`src/source/frontend_pkg.sv`:
```
package frontend_pkg;

    // Queue geometry
    localparam int ADDR_WIDTH = 32;
    localparam int QUEUE_SIZE = 16;
    localparam int PTR_WIDTH = 4;

    // Backend retires up to this many blocks per cycle
    localparam int COMMIT_WIDTH = 2;
    localparam int COMMIT_CNT_WIDTH = $clog2(COMMIT_WIDTH) + 1;

    localparam int CTR_WIDTH = 2;
    localparam int LEN_WIDTH = 3;

    // One fetch block as produced by the predictor
    typedef struct packed {
        logic                  valid;
        logic                  is_cross_cacheline;
        logic [ADDR_WIDTH-1:0] start_pc;
        logic [LEN_WIDTH-1:0]  length;
        logic                  predicted_taken;
    } ftq_block_t;

    // Metadata that rides along with P1
    typedef struct packed {
        logic                 ftb_hit;
        logic [CTR_WIDTH-1:0] provider_ctr_bits;
    } bpu_meta_t;

    // What the backend knows about the retired branch
    typedef struct packed {
        logic is_branch;
        logic is_conditional;
        logic is_taken;
        logic predicted_taken;
    } backend_commit_meta_t;

    // Training record sent back to the predictor
    typedef struct packed {
        logic                  valid;
        logic                  ftb_hit;
        logic                  is_branch;
        logic                  is_conditional;
        logic                  is_taken;
        logic                  predicted_taken;
        logic [ADDR_WIDTH-1:0] start_pc;
        logic                  is_cross_cacheline;
        logic [CTR_WIDTH-1:0]  provider_ctr_bits;
        logic [ADDR_WIDTH-1:0] jump_target_address;
        logic [ADDR_WIDTH-1:0] fall_through_address;
    } bpu_train_t;

    // Pointer bundle from the pointer control to both arrays
    typedef struct packed {
        logic [PTR_WIDTH-1:0]        bpu_ptr;
        logic [PTR_WIDTH-1:0]        ifu_ptr;
        logic [PTR_WIDTH-1:0]        comm_ptr;
        // P1 rewrites the entry at bpu_ptr - 1
        logic                        p1_override;
        logic [COMMIT_CNT_WIDTH-1:0] commit_num;
    } ptr_state_t;

endpackage

```
`src/source/ftq_block_array.sv`:
```
`timescale 1ns/1ps

module ftq_block_array (
    input  logic                               clk,
    input  logic                               rst,
    input  frontend_pkg::ptr_state_t           ptr_i,
    input  frontend_pkg::ftq_block_t           bpu_p0_i,
    input  frontend_pkg::ftq_block_t           bpu_p1_i,
    input  logic                               backend_flush_i,
    input  logic [frontend_pkg::PTR_WIDTH-1:0] backend_flush_ftq_id_i,
    input  logic [frontend_pkg::PTR_WIDTH-1:0] commit_id_i,
    output frontend_pkg::ftq_block_t           head_block_o,
    output frontend_pkg::ftq_block_t           commit_block_o
);

    frontend_pkg::ftq_block_t [frontend_pkg::QUEUE_SIZE-1:0] entries_q;
    frontend_pkg::ftq_block_t [frontend_pkg::QUEUE_SIZE-1:0] entries_d;

    logic [frontend_pkg::PTR_WIDTH-1:0] p1_idx;
    logic [frontend_pkg::PTR_WIDTH-1:0] flush_first;
    logic [frontend_pkg::PTR_WIDTH-1:0] flush_span;

    // Override goes back one slot, otherwise P1 lands in a fresh slot
    assign p1_idx = ptr_i.p1_override ? ptr_i.bpu_ptr - frontend_pkg::PTR_WIDTH'(1)
                                      : ptr_i.bpu_ptr;

    // Flushed window runs from the entry after the flush id up to comm_ptr
    assign flush_first = backend_flush_ftq_id_i + frontend_pkg::PTR_WIDTH'(1);
    assign flush_span  = ptr_i.comm_ptr - flush_first;

    always_comb begin
        entries_d = entries_q;

        // Retired blocks free their slots
        for (int i = 0; i < frontend_pkg::COMMIT_WIDTH; i++) begin
            if (i < int'(ptr_i.commit_num)) begin
                entries_d[frontend_pkg::PTR_WIDTH'(ptr_i.comm_ptr
                    + frontend_pkg::PTR_WIDTH'(i))] = '0;
            end
        end

        // P0 is dropped when P1 rewrites the previous block
        if (bpu_p0_i.valid & ~ptr_i.p1_override) begin
            entries_d[ptr_i.bpu_ptr] = bpu_p0_i;
        end

        if (bpu_p1_i.valid) begin
            entries_d[p1_idx] = bpu_p1_i;
        end

        // Everything younger than the flush id is wrong path
        if (backend_flush_i) begin
            for (int i = 0; i < frontend_pkg::QUEUE_SIZE; i++) begin
                if (frontend_pkg::PTR_WIDTH'(frontend_pkg::PTR_WIDTH'(i) - flush_first)
                        < flush_span) begin
                    entries_d[i] = '0;
                end
            end
        end
    end

    always_ff @(posedge clk) begin
        if (rst) begin
            entries_q <= '0;
        end else begin
            entries_q <= entries_d;
        end
    end

    // Combinational reads of registered entries
    assign head_block_o   = entries_q[ptr_i.ifu_ptr];
    assign commit_block_o = entries_q[commit_id_i];

endmodule

```
`src/source/ftq_meta_ram.sv`:
```
`timescale 1ns/1ps

module ftq_meta_ram (
    input  logic                                clk,
    input  logic                                rst,
    input  frontend_pkg::ptr_state_t            ptr_i,
    input  logic                                bpu_p0_valid_i,
    input  logic                                bpu_p1_valid_i,
    input  frontend_pkg::bpu_meta_t             bpu_meta_i,
    input  logic                                meta_update_valid_i,
    input  logic [frontend_pkg::PTR_WIDTH-1:0]  meta_update_id_i,
    input  logic [frontend_pkg::ADDR_WIDTH-1:0] jump_target_i,
    input  logic [frontend_pkg::ADDR_WIDTH-1:0] fall_through_i,
    input  logic                                commit_bitmask_lsb_i,
    input  frontend_pkg::backend_commit_meta_t  commit_meta_i,
    input  logic [frontend_pkg::PTR_WIDTH-1:0]  commit_id_i,
    input  frontend_pkg::ftq_block_t            commit_block_i,
    output frontend_pkg::bpu_train_t            train_o
);

    typedef struct packed {
        logic                                ftb_hit;
        logic [frontend_pkg::CTR_WIDTH-1:0]  provider_ctr_bits;
        logic [frontend_pkg::ADDR_WIDTH-1:0] jump_target;
        logic [frontend_pkg::ADDR_WIDTH-1:0] fall_through;
    } meta_entry_t;

    meta_entry_t meta_q [frontend_pkg::QUEUE_SIZE];
    meta_entry_t p1_entry;
    meta_entry_t commit_entry;

    logic [frontend_pkg::PTR_WIDTH-1:0] p1_idx;
    logic train_fire;

    // Same slot choice as the block array
    assign p1_idx = ptr_i.p1_override ? ptr_i.bpu_ptr - frontend_pkg::PTR_WIDTH'(1)
                                      : ptr_i.bpu_ptr;

    // Fresh entry from P1, targets wait for the backend
    assign p1_entry.ftb_hit           = bpu_meta_i.ftb_hit;
    assign p1_entry.provider_ctr_bits = bpu_meta_i.provider_ctr_bits;
    assign p1_entry.jump_target       = '0;
    assign p1_entry.fall_through      = '0;

    always_ff @(posedge clk) begin
        if (bpu_p1_valid_i) begin
            meta_q[p1_idx] <= p1_entry;
        end else if (bpu_p0_valid_i) begin
            // No main predictor info for this block
            meta_q[ptr_i.bpu_ptr] <= '0;
        end

        // Resolved targets from the backend
        if (meta_update_valid_i) begin
            meta_q[meta_update_id_i].jump_target  <= jump_target_i;
            meta_q[meta_update_id_i].fall_through <= fall_through_i;
        end
    end

    assign commit_entry = meta_q[commit_id_i];

    // Only the oldest commit slot trains the predictor
    assign train_fire = commit_bitmask_lsb_i & commit_meta_i.is_branch;

    always_ff @(posedge clk) begin
        if (rst) begin
            train_o <= '0;
        end else if (train_fire) begin
            train_o.valid                <= 1'b1;
            train_o.ftb_hit              <= commit_entry.ftb_hit;
            train_o.is_branch            <= commit_meta_i.is_branch;
            train_o.is_conditional       <= commit_meta_i.is_conditional;
            train_o.is_taken             <= commit_meta_i.is_taken;
            train_o.predicted_taken      <= commit_meta_i.predicted_taken;
            train_o.start_pc             <= commit_block_i.start_pc;
            train_o.is_cross_cacheline   <= commit_block_i.is_cross_cacheline;
            train_o.provider_ctr_bits    <= commit_entry.provider_ctr_bits;
            train_o.jump_target_address  <= commit_entry.jump_target;
            train_o.fall_through_address <= commit_entry.fall_through;
        end else begin
            train_o <= '0;
        end
    end

endmodule

```
`src/source/ftq_ptr_ctrl.sv`:
```
`timescale 1ns/1ps

module ftq_ptr_ctrl (
    input  logic                                      clk,
    input  logic                                      rst,
    input  logic                                      bpu_p0_valid_i,
    input  logic                                      bpu_p1_valid_i,
    input  logic                                      ifu_accept_i,
    input  logic                                      head_valid_i,
    input  logic                                      backend_flush_i,
    input  logic [frontend_pkg::PTR_WIDTH-1:0]        backend_flush_ftq_id_i,
    input  logic [frontend_pkg::COMMIT_WIDTH-1:0]     backend_commit_bitmask_i,
    output frontend_pkg::ptr_state_t                  ptr_o,
    output logic                                      queue_full_o,
    output logic                                      frontend_redirect_o
);

    logic [frontend_pkg::PTR_WIDTH-1:0] bpu_ptr;
    logic [frontend_pkg::PTR_WIDTH-1:0] ifu_ptr;
    logic [frontend_pkg::PTR_WIDTH-1:0] comm_ptr;
    logic [frontend_pkg::PTR_WIDTH-1:0] bpu_ptr_next;
    logic [frontend_pkg::PTR_WIDTH-1:0] bpu_ptr_prev;
    logic [frontend_pkg::PTR_WIDTH-1:0] flush_next;
    logic [frontend_pkg::PTR_WIDTH-1:0] occupancy;
    logic [frontend_pkg::COMMIT_CNT_WIDTH-1:0] commit_num;

    logic queue_full;
    logic queue_full_q;
    logic ifu_send;
    logic ifu_send_q;
    logic p1_override;
    logic redirect;

    // Popcount of the commit bitmask
    always_comb begin
        commit_num = '0;
        for (int i = 0; i < frontend_pkg::COMMIT_WIDTH; i++) begin
            commit_num = commit_num
                + frontend_pkg::COMMIT_CNT_WIDTH'(backend_commit_bitmask_i[i]);
        end
    end

    assign bpu_ptr_next = bpu_ptr + frontend_pkg::PTR_WIDTH'(1);
    assign bpu_ptr_prev = bpu_ptr - frontend_pkg::PTR_WIDTH'(1);
    assign flush_next   = backend_flush_ftq_id_i + frontend_pkg::PTR_WIDTH'(1);
    assign occupancy    = bpu_ptr - comm_ptr;

    // One slot is kept free so that full and empty differ
    assign queue_full = (bpu_ptr_next == comm_ptr);

    assign ifu_send = head_valid_i & ifu_accept_i;

    // P0 was taken last cycle, so P1 refines that same block
    assign p1_override = bpu_p1_valid_i & ~queue_full_q;

    // Rewritten block is the one the IFU is taking now or took last cycle
    assign redirect = p1_override & (bpu_ptr_prev == ifu_ptr) & (ifu_send | ifu_send_q);

    always_ff @(posedge clk) begin
        if (rst) begin
            queue_full_q <= 1'b0;
            ifu_send_q   <= 1'b0;
        end else begin
            queue_full_q <= queue_full;
            ifu_send_q   <= ifu_send;
        end
    end

    always_ff @(posedge clk) begin
        if (rst) begin
            bpu_ptr  <= '0;
            ifu_ptr  <= '0;
            comm_ptr <= '0;
        end else begin
            comm_ptr <= comm_ptr + frontend_pkg::PTR_WIDTH'(commit_num);

            // IFU stays on the rewritten block after a redirect
            if (ifu_send & ~redirect) begin
                ifu_ptr <= ifu_ptr + frontend_pkg::PTR_WIDTH'(1);
            end

            if (bpu_p0_valid_i & ~p1_override) begin
                bpu_ptr <= bpu_ptr_next;
            end

            // Restart right after the mispredicted block
            if (backend_flush_i) begin
                ifu_ptr <= flush_next;
                bpu_ptr <= flush_next;
            end
        end
    end

    assign ptr_o.bpu_ptr     = bpu_ptr;
    assign ptr_o.ifu_ptr     = ifu_ptr;
    assign ptr_o.comm_ptr    = comm_ptr;
    assign ptr_o.p1_override = p1_override;
    assign ptr_o.commit_num  = commit_num;

    assign queue_full_o        = queue_full;
    assign frontend_redirect_o = redirect;

    // Predictor must stall while the queue reports full
    assert property (@(posedge clk) disable iff (rst) bpu_p0_valid_i |-> !queue_full)
        else $error("P0 block while queue is full");

    // IFU only accepts a block that is on its port
    assert property (@(posedge clk) disable iff (rst) ifu_accept_i |-> head_valid_i)
        else $error("IFU accept without a valid head block");

    // Backend never retires blocks that were not predicted
    assert property (@(posedge clk) disable iff (rst)
        frontend_pkg::PTR_WIDTH'(commit_num) <= occupancy)
        else $error("Commit count exceeds queue occupancy");

endmodule

```
`src/source/ftq_top.sv`:
```
`timescale 1ns/1ps

module ftq_top (
    input  logic                                  clk,
    input  logic                                  rst,

    // Predictor
    input  frontend_pkg::ftq_block_t              bpu_p0_i,
    input  frontend_pkg::ftq_block_t              bpu_p1_i,
    input  frontend_pkg::bpu_meta_t               bpu_meta_i,
    output logic                                  bpu_queue_full_o,
    output frontend_pkg::bpu_train_t              bpu_train_o,

    // IFU, accept comes back in the same cycle
    output frontend_pkg::ftq_block_t              ifu_o,
    output logic [frontend_pkg::PTR_WIDTH-1:0]    ifu_ftq_id_o,
    output logic                                  ifu_frontend_redirect_o,
    input  logic                                  ifu_accept_i,

    // Backend
    input  logic                                  backend_flush_i,
    input  logic [frontend_pkg::PTR_WIDTH-1:0]    backend_flush_ftq_id_i,
    input  logic [frontend_pkg::COMMIT_WIDTH-1:0] backend_commit_bitmask_i,
    input  logic [frontend_pkg::PTR_WIDTH-1:0]    backend_commit_ftq_id_i,
    input  frontend_pkg::backend_commit_meta_t    backend_commit_meta_i,
    input  logic                                  backend_meta_update_valid_i,
    input  logic [frontend_pkg::PTR_WIDTH-1:0]    backend_meta_update_id_i,
    input  logic [frontend_pkg::ADDR_WIDTH-1:0]   backend_jump_target_i,
    input  logic [frontend_pkg::ADDR_WIDTH-1:0]   backend_fall_through_i
);

    frontend_pkg::ptr_state_t ptr_state;
    frontend_pkg::ftq_block_t head_block;
    frontend_pkg::ftq_block_t commit_block;

    ftq_ptr_ctrl u_ptr_ctrl (
        .clk                      (clk),
        .rst                      (rst),
        .bpu_p0_valid_i           (bpu_p0_i.valid),
        .bpu_p1_valid_i           (bpu_p1_i.valid),
        .ifu_accept_i             (ifu_accept_i),
        .head_valid_i             (head_block.valid),
        .backend_flush_i          (backend_flush_i),
        .backend_flush_ftq_id_i   (backend_flush_ftq_id_i),
        .backend_commit_bitmask_i (backend_commit_bitmask_i),
        .ptr_o                    (ptr_state),
        .queue_full_o             (bpu_queue_full_o),
        .frontend_redirect_o      (ifu_frontend_redirect_o)
    );

    ftq_block_array u_block_array (
        .clk                    (clk),
        .rst                    (rst),
        .ptr_i                  (ptr_state),
        .bpu_p0_i               (bpu_p0_i),
        .bpu_p1_i               (bpu_p1_i),
        .backend_flush_i        (backend_flush_i),
        .backend_flush_ftq_id_i (backend_flush_ftq_id_i),
        .commit_id_i            (backend_commit_ftq_id_i),
        .head_block_o           (head_block),
        .commit_block_o         (commit_block)
    );

    ftq_meta_ram u_meta_ram (
        .clk                  (clk),
        .rst                  (rst),
        .ptr_i                (ptr_state),
        .bpu_p0_valid_i       (bpu_p0_i.valid),
        .bpu_p1_valid_i       (bpu_p1_i.valid),
        .bpu_meta_i           (bpu_meta_i),
        .meta_update_valid_i  (backend_meta_update_valid_i),
        .meta_update_id_i     (backend_meta_update_id_i),
        .jump_target_i        (backend_jump_target_i),
        .fall_through_i       (backend_fall_through_i),
        .commit_bitmask_lsb_i (backend_commit_bitmask_i[0]),
        .commit_meta_i        (backend_commit_meta_i),
        .commit_id_i          (backend_commit_ftq_id_i),
        .commit_block_i       (commit_block),
        .train_o              (bpu_train_o)
    );

    assign ifu_o        = head_block;
    assign ifu_ftq_id_o = ptr_state.ifu_ptr;

endmodule

```
`config.mk`:
```
export PLATFORM = sky130hd
export DESIGN_NAME = ftq_top
export DESIGN_NICKNAME = d
export VERILOG_FILES = /design/src/source/frontend_pkg.sv /design/src/source/ftq_block_array.sv /design/src/source/ftq_meta_ram.sv /design/src/source/ftq_ptr_ctrl.sv /design/src/source/ftq_top.sv
export SDC_FILE = /design/constraint.sdc
export NUM_CORES = 2
export LEC_CHECK = 0
export ABC_AREA = 1
export BUFFER_PORTS_ARGS = -buffer_cell sky130_fd_sc_hd__buf_2
export CORE_MARGIN = 4
export CORE_UTILIZATION = 30
export DETAILED_ROUTE_END_ITERATION = 8
export GPL_ROUTABILITY_DRIVEN = 1
export SETUP_SLACK_MARGIN = 0.4
export SLEW_MARGIN = 0
export SYNTH_ARGS = -nofsm -noshare
export SYNTH_HDL_FRONTEND = slang
export SYNTH_SLANG_ARGS = --single-unit
```
`constraint.sdc`:
```
create_clock -name clk -period 8.35 [get_ports clk]
set_input_delay 2.505 -clock clk [delete_from_list [all_inputs] [get_ports clk]]
set_output_delay 2.505 -clock clk [all_outputs]
set_load 0.02 [all_outputs]
```
==> metrics.md <==
| Metric | Value |
|---|---|
| Tcrit/Tclk final | `around four fifths` |
| Fmax | `between 100 and 150 MHz` |
| Top-count cell post-synth | `nor2_1` |
| Finished Core Util | `approximately a third` |
| Worst skew pair latency | `920 ps` |
| Site Rows | `slightly below 200` |
| Gpl congestion | `0.9213` |
| Die W | `roughly 550 um` |
| Final non-filler cell total | `about 14000` |
| Yosys cell types | `46` |
| Worst r2r src | `u_ptr_ctrl.bpu_ptr[0]$_SDFFE_PP0P_` |
| Top FF cell, synth | `edfxtp_1` |
| RSZ-0062 raised after global routing | `no` |
| Hold buffer count at CTS | `0` |
| Post-layout net count | `roughly 10000` |
| Crit start category | `flip-flop` |
| Drt total wl | `around 390 mm` |
| DRT antenna net count | `0` |
| Type of the tightest min-delay check | `flip-flop to flip-flop` |
| Initial Util | `a little under a third` |
| CTS tree | `yes` |
| Power Density | `around 220 nW/um^2` |
| Synthesized Nets | `about 11000` |
| Failing checks | `DRC` |
| Setup TNS | `0 ps` |
| Postcts setup bufs | `0` |
| Worst Skew | `roughly 88 ps` |
| Final hold violations | `0` |
| Total design power | `approximately 22 mW` |
| Starting DRT DRC Count | `13050` |
| CTS buffer count | `~200` |
| Design area | `about 100000 sq um` |
| Vias | `83720` |
| Worst Path Required | `5850 ps` |
| DR pass1 iterations | `9` |
| Area growth from synthesis to layout | `12.97%` |
| CTS Sinks | `1799` |
| Static leakage | `36.54 nW` |
| Synthesized area | `88270 sq um` |
| Largest net degree at the start of global routing | `approximately 200` |
| Clock root buffer | `clkbuf_16` |
| Synth cell count leaders | `2161 x nor2_1, 1536 x o21ai_0, 1072 x edfxtp_1` |
| Worst-case hold slack | `approximately 540 ps` |
| Sequential area share after synthesis | `a little over half` |
| Synth async-reset ratio | `0%` |
| Synth area leader | `edfxtp_1` |
| Remaining Overflow, GRT | `0` |
| Minimum clock period | `between 6000 and 7000 ps` |
| Die area | `303000 sq um` |
| Worst slack at placement | `approximately 1900 ps` |
| Element type at the critical path end | `output pin` |
| Post-Syn Instances | `approximately 11000` |
| Gr usage total | `between 20% and 30%` |
| # setup viols final | `0` |
| #FFs+latches synth | `around 1800` |
| Max-cap violations | `0` |
| Worst reg2reg setup slack | `3930 ps` |
| Die Span Y | `~550 um` |
| Placed cell area | `just over 90000 sq um` |
| Initial antenna violation count | `74` |
| H-Tree Depth | `4` |
| Post-CTS Resized | `0` |
| Clk slew on worst S/H paths | `roughly 60 ps` |
| Headroom to the max-slew limit | `3.551%` |
| I/O Buffers | `314` |
| Worst Reg-to-Reg Cells | `9` |
| Core area | `between 200000 and 300000 sq um` |
| Endpoint, Worst Hold | `u_block_array.entries_q[212]$_SDFF_PP0_` |
| DR vias/cell | `a little under 6` |
| Crit path kind | `flip-flop to output pin` |
| Layout cells sized above 1 | `a little over 9%` |
| Reg2reg end | `u_block_array.entries_q[219]$_SDFF_PP0_` |
| Clock tree buffer depth | `4` |
| Peak supply drop | `just over 0.2 mV` |
| Outcome | `complete, but fails checks` |
| Final slew viol count | `0` |
| Synth warn | `0` |
| Num ports | `between 300 and 400` |
| Mean Syn Cell Area | `8.320 sq um` |
| Synth area leaders | `edfxtp_1 36%, dfxtp_1 16%, nor2_1 9.2%, o21ai_0 8.7%, a21oi_1 5.1%` |
| EDFF count, synth | `1072` |
| Worst Path Max Fanout | `around 190` |
| First-pass GRT wire length | `551.5 mm` |
| Min-Delay Path Depth | `2` |
| Hold Path Origin | `u_block_array.entries_q[212]$_SDFF_PP0_` |
| Worst setup margin | `between 1500 and 2000 ps` |
| Placed instance count | `between 10000 and 15000` |
| Critical Path AT | `~4200 ps` |
| DPL Wire Length | `210.5 mm` |
| DRC violations left | `1` |
| Number of global-route vias before repair | `between 70000 and 80000` |
| Area share of the largest cell type after synthesis | `between 30% and 40%` |
| Slew @ Worst Pin | `roughly 1400 ps` |
| Drt wl/cell | `~27 um` |
## state kept, by name (all words and copies together), names as in the netlist
name	cells
u_meta_ram.meta_q	1072
u_block_array.entries_q	608
u_meta_ram.train_o	105
u_ptr_ctrl.bpu_ptr	4
u_ptr_ctrl.comm_ptr	4
u_ptr_ctrl.ifu_ptr	4
u_ptr_ctrl.ifu_send_q	1
u_ptr_ctrl.queue_full_q	1
## worst max-delay path: stages (launching register included)
cell	delay [ps]
dfxtp_4	870
buf_12	510
nor2_1	120
o21ai_0	240
o22ai_1	100
o21ai_0	890
buf_2	330
## worst max-delay path by stage
stage,startpoint,end
CTS,u_ptr_ctrl.ifu_ptr[0]$_SDFFE_PP0P_,ifu_o[2]
detailed placement,backend_flush_ftq_id_i[0],u_block_array.entries_q[537]$_SDFF_PP0_
global route,u_ptr_ctrl.ifu_ptr[0]$_SDFFE_PP0P_,ifu_o[2]
floorplan,bpu_p1_i[37],u_meta_ram.meta_q[8][0]$_DFFE_PP_
finish,u_ptr_ctrl.ifu_ptr[0]$_SDFFE_PP0P_,ifu_o[2]
global placement,backend_flush_ftq_id_i[0],u_block_array.entries_q[549]$_SDFF_PP0_
## cell type report
type | count | area, sq um
antenna | 40 | 100.1
clock buffer | 286 | 5794
clock inverter | 73 | 640.6
fill | 30310 | 192100
inverter | 653 | 2487
multi-input combinational | 7118 | 35790
sequential | 1799 | 46760
tap | 3900 | 4880
timing repair buffer | 496 | 3262
## metal layers
| metal | GRT usage (%) | vias to the layer above | wire length (um) |
|---|---|---|---|
| met5 | 0 | - | 107 |
| met3 | 6.715 | 1428 | 51380 |
| met1 | 31.62 | 39540 | 145900 |
| li1 | - | 36420 | - |
| met2 | 37.65 | 6310 | 170500 |
| met4 | 12.67 | 18 | 22880 |
## where the power goes
part	internal (mW)	switching, mW
logic	0.814	2.74
clock network	5.09	3.86
registers	9.69	0.150
total	15.6	6.74
## placed cells by master (no fill, tap or decap), types with 33 or more instances in the layout
cell / instances
a21oi_1: 887
a22oi_1: 111
a32oi_1: 182
buf_2: 310
buf_4: 159
clkbuf_1: 45
clkbuf_16: 205
clkbuf_8: 36
clkinv_2: 33
dfxtp_1: 723
diode_2: 40
edfxtp_1: 1072
ha_1: 35
inv_1: 631
nand2_1: 746
nand3_1: 531
nor2_1: 2146
nor3_1: 81
o211ai_1: 216
o21ai_0: 1520
o21ai_1: 47
o221ai_1: 189
o22ai_1: 241
## cells by family after synthesis
group | synth area share [%]
buffers and inverters | 7.415
xor gates and xnor gates | 0.1772
DFF | 52.96
and+or+nand+nor | 16.50
adders and majority gates | 0.5188
AOI/OAI and AO/OA | 22.43
No activity file was read; power rests on OpenSTA's default activity.
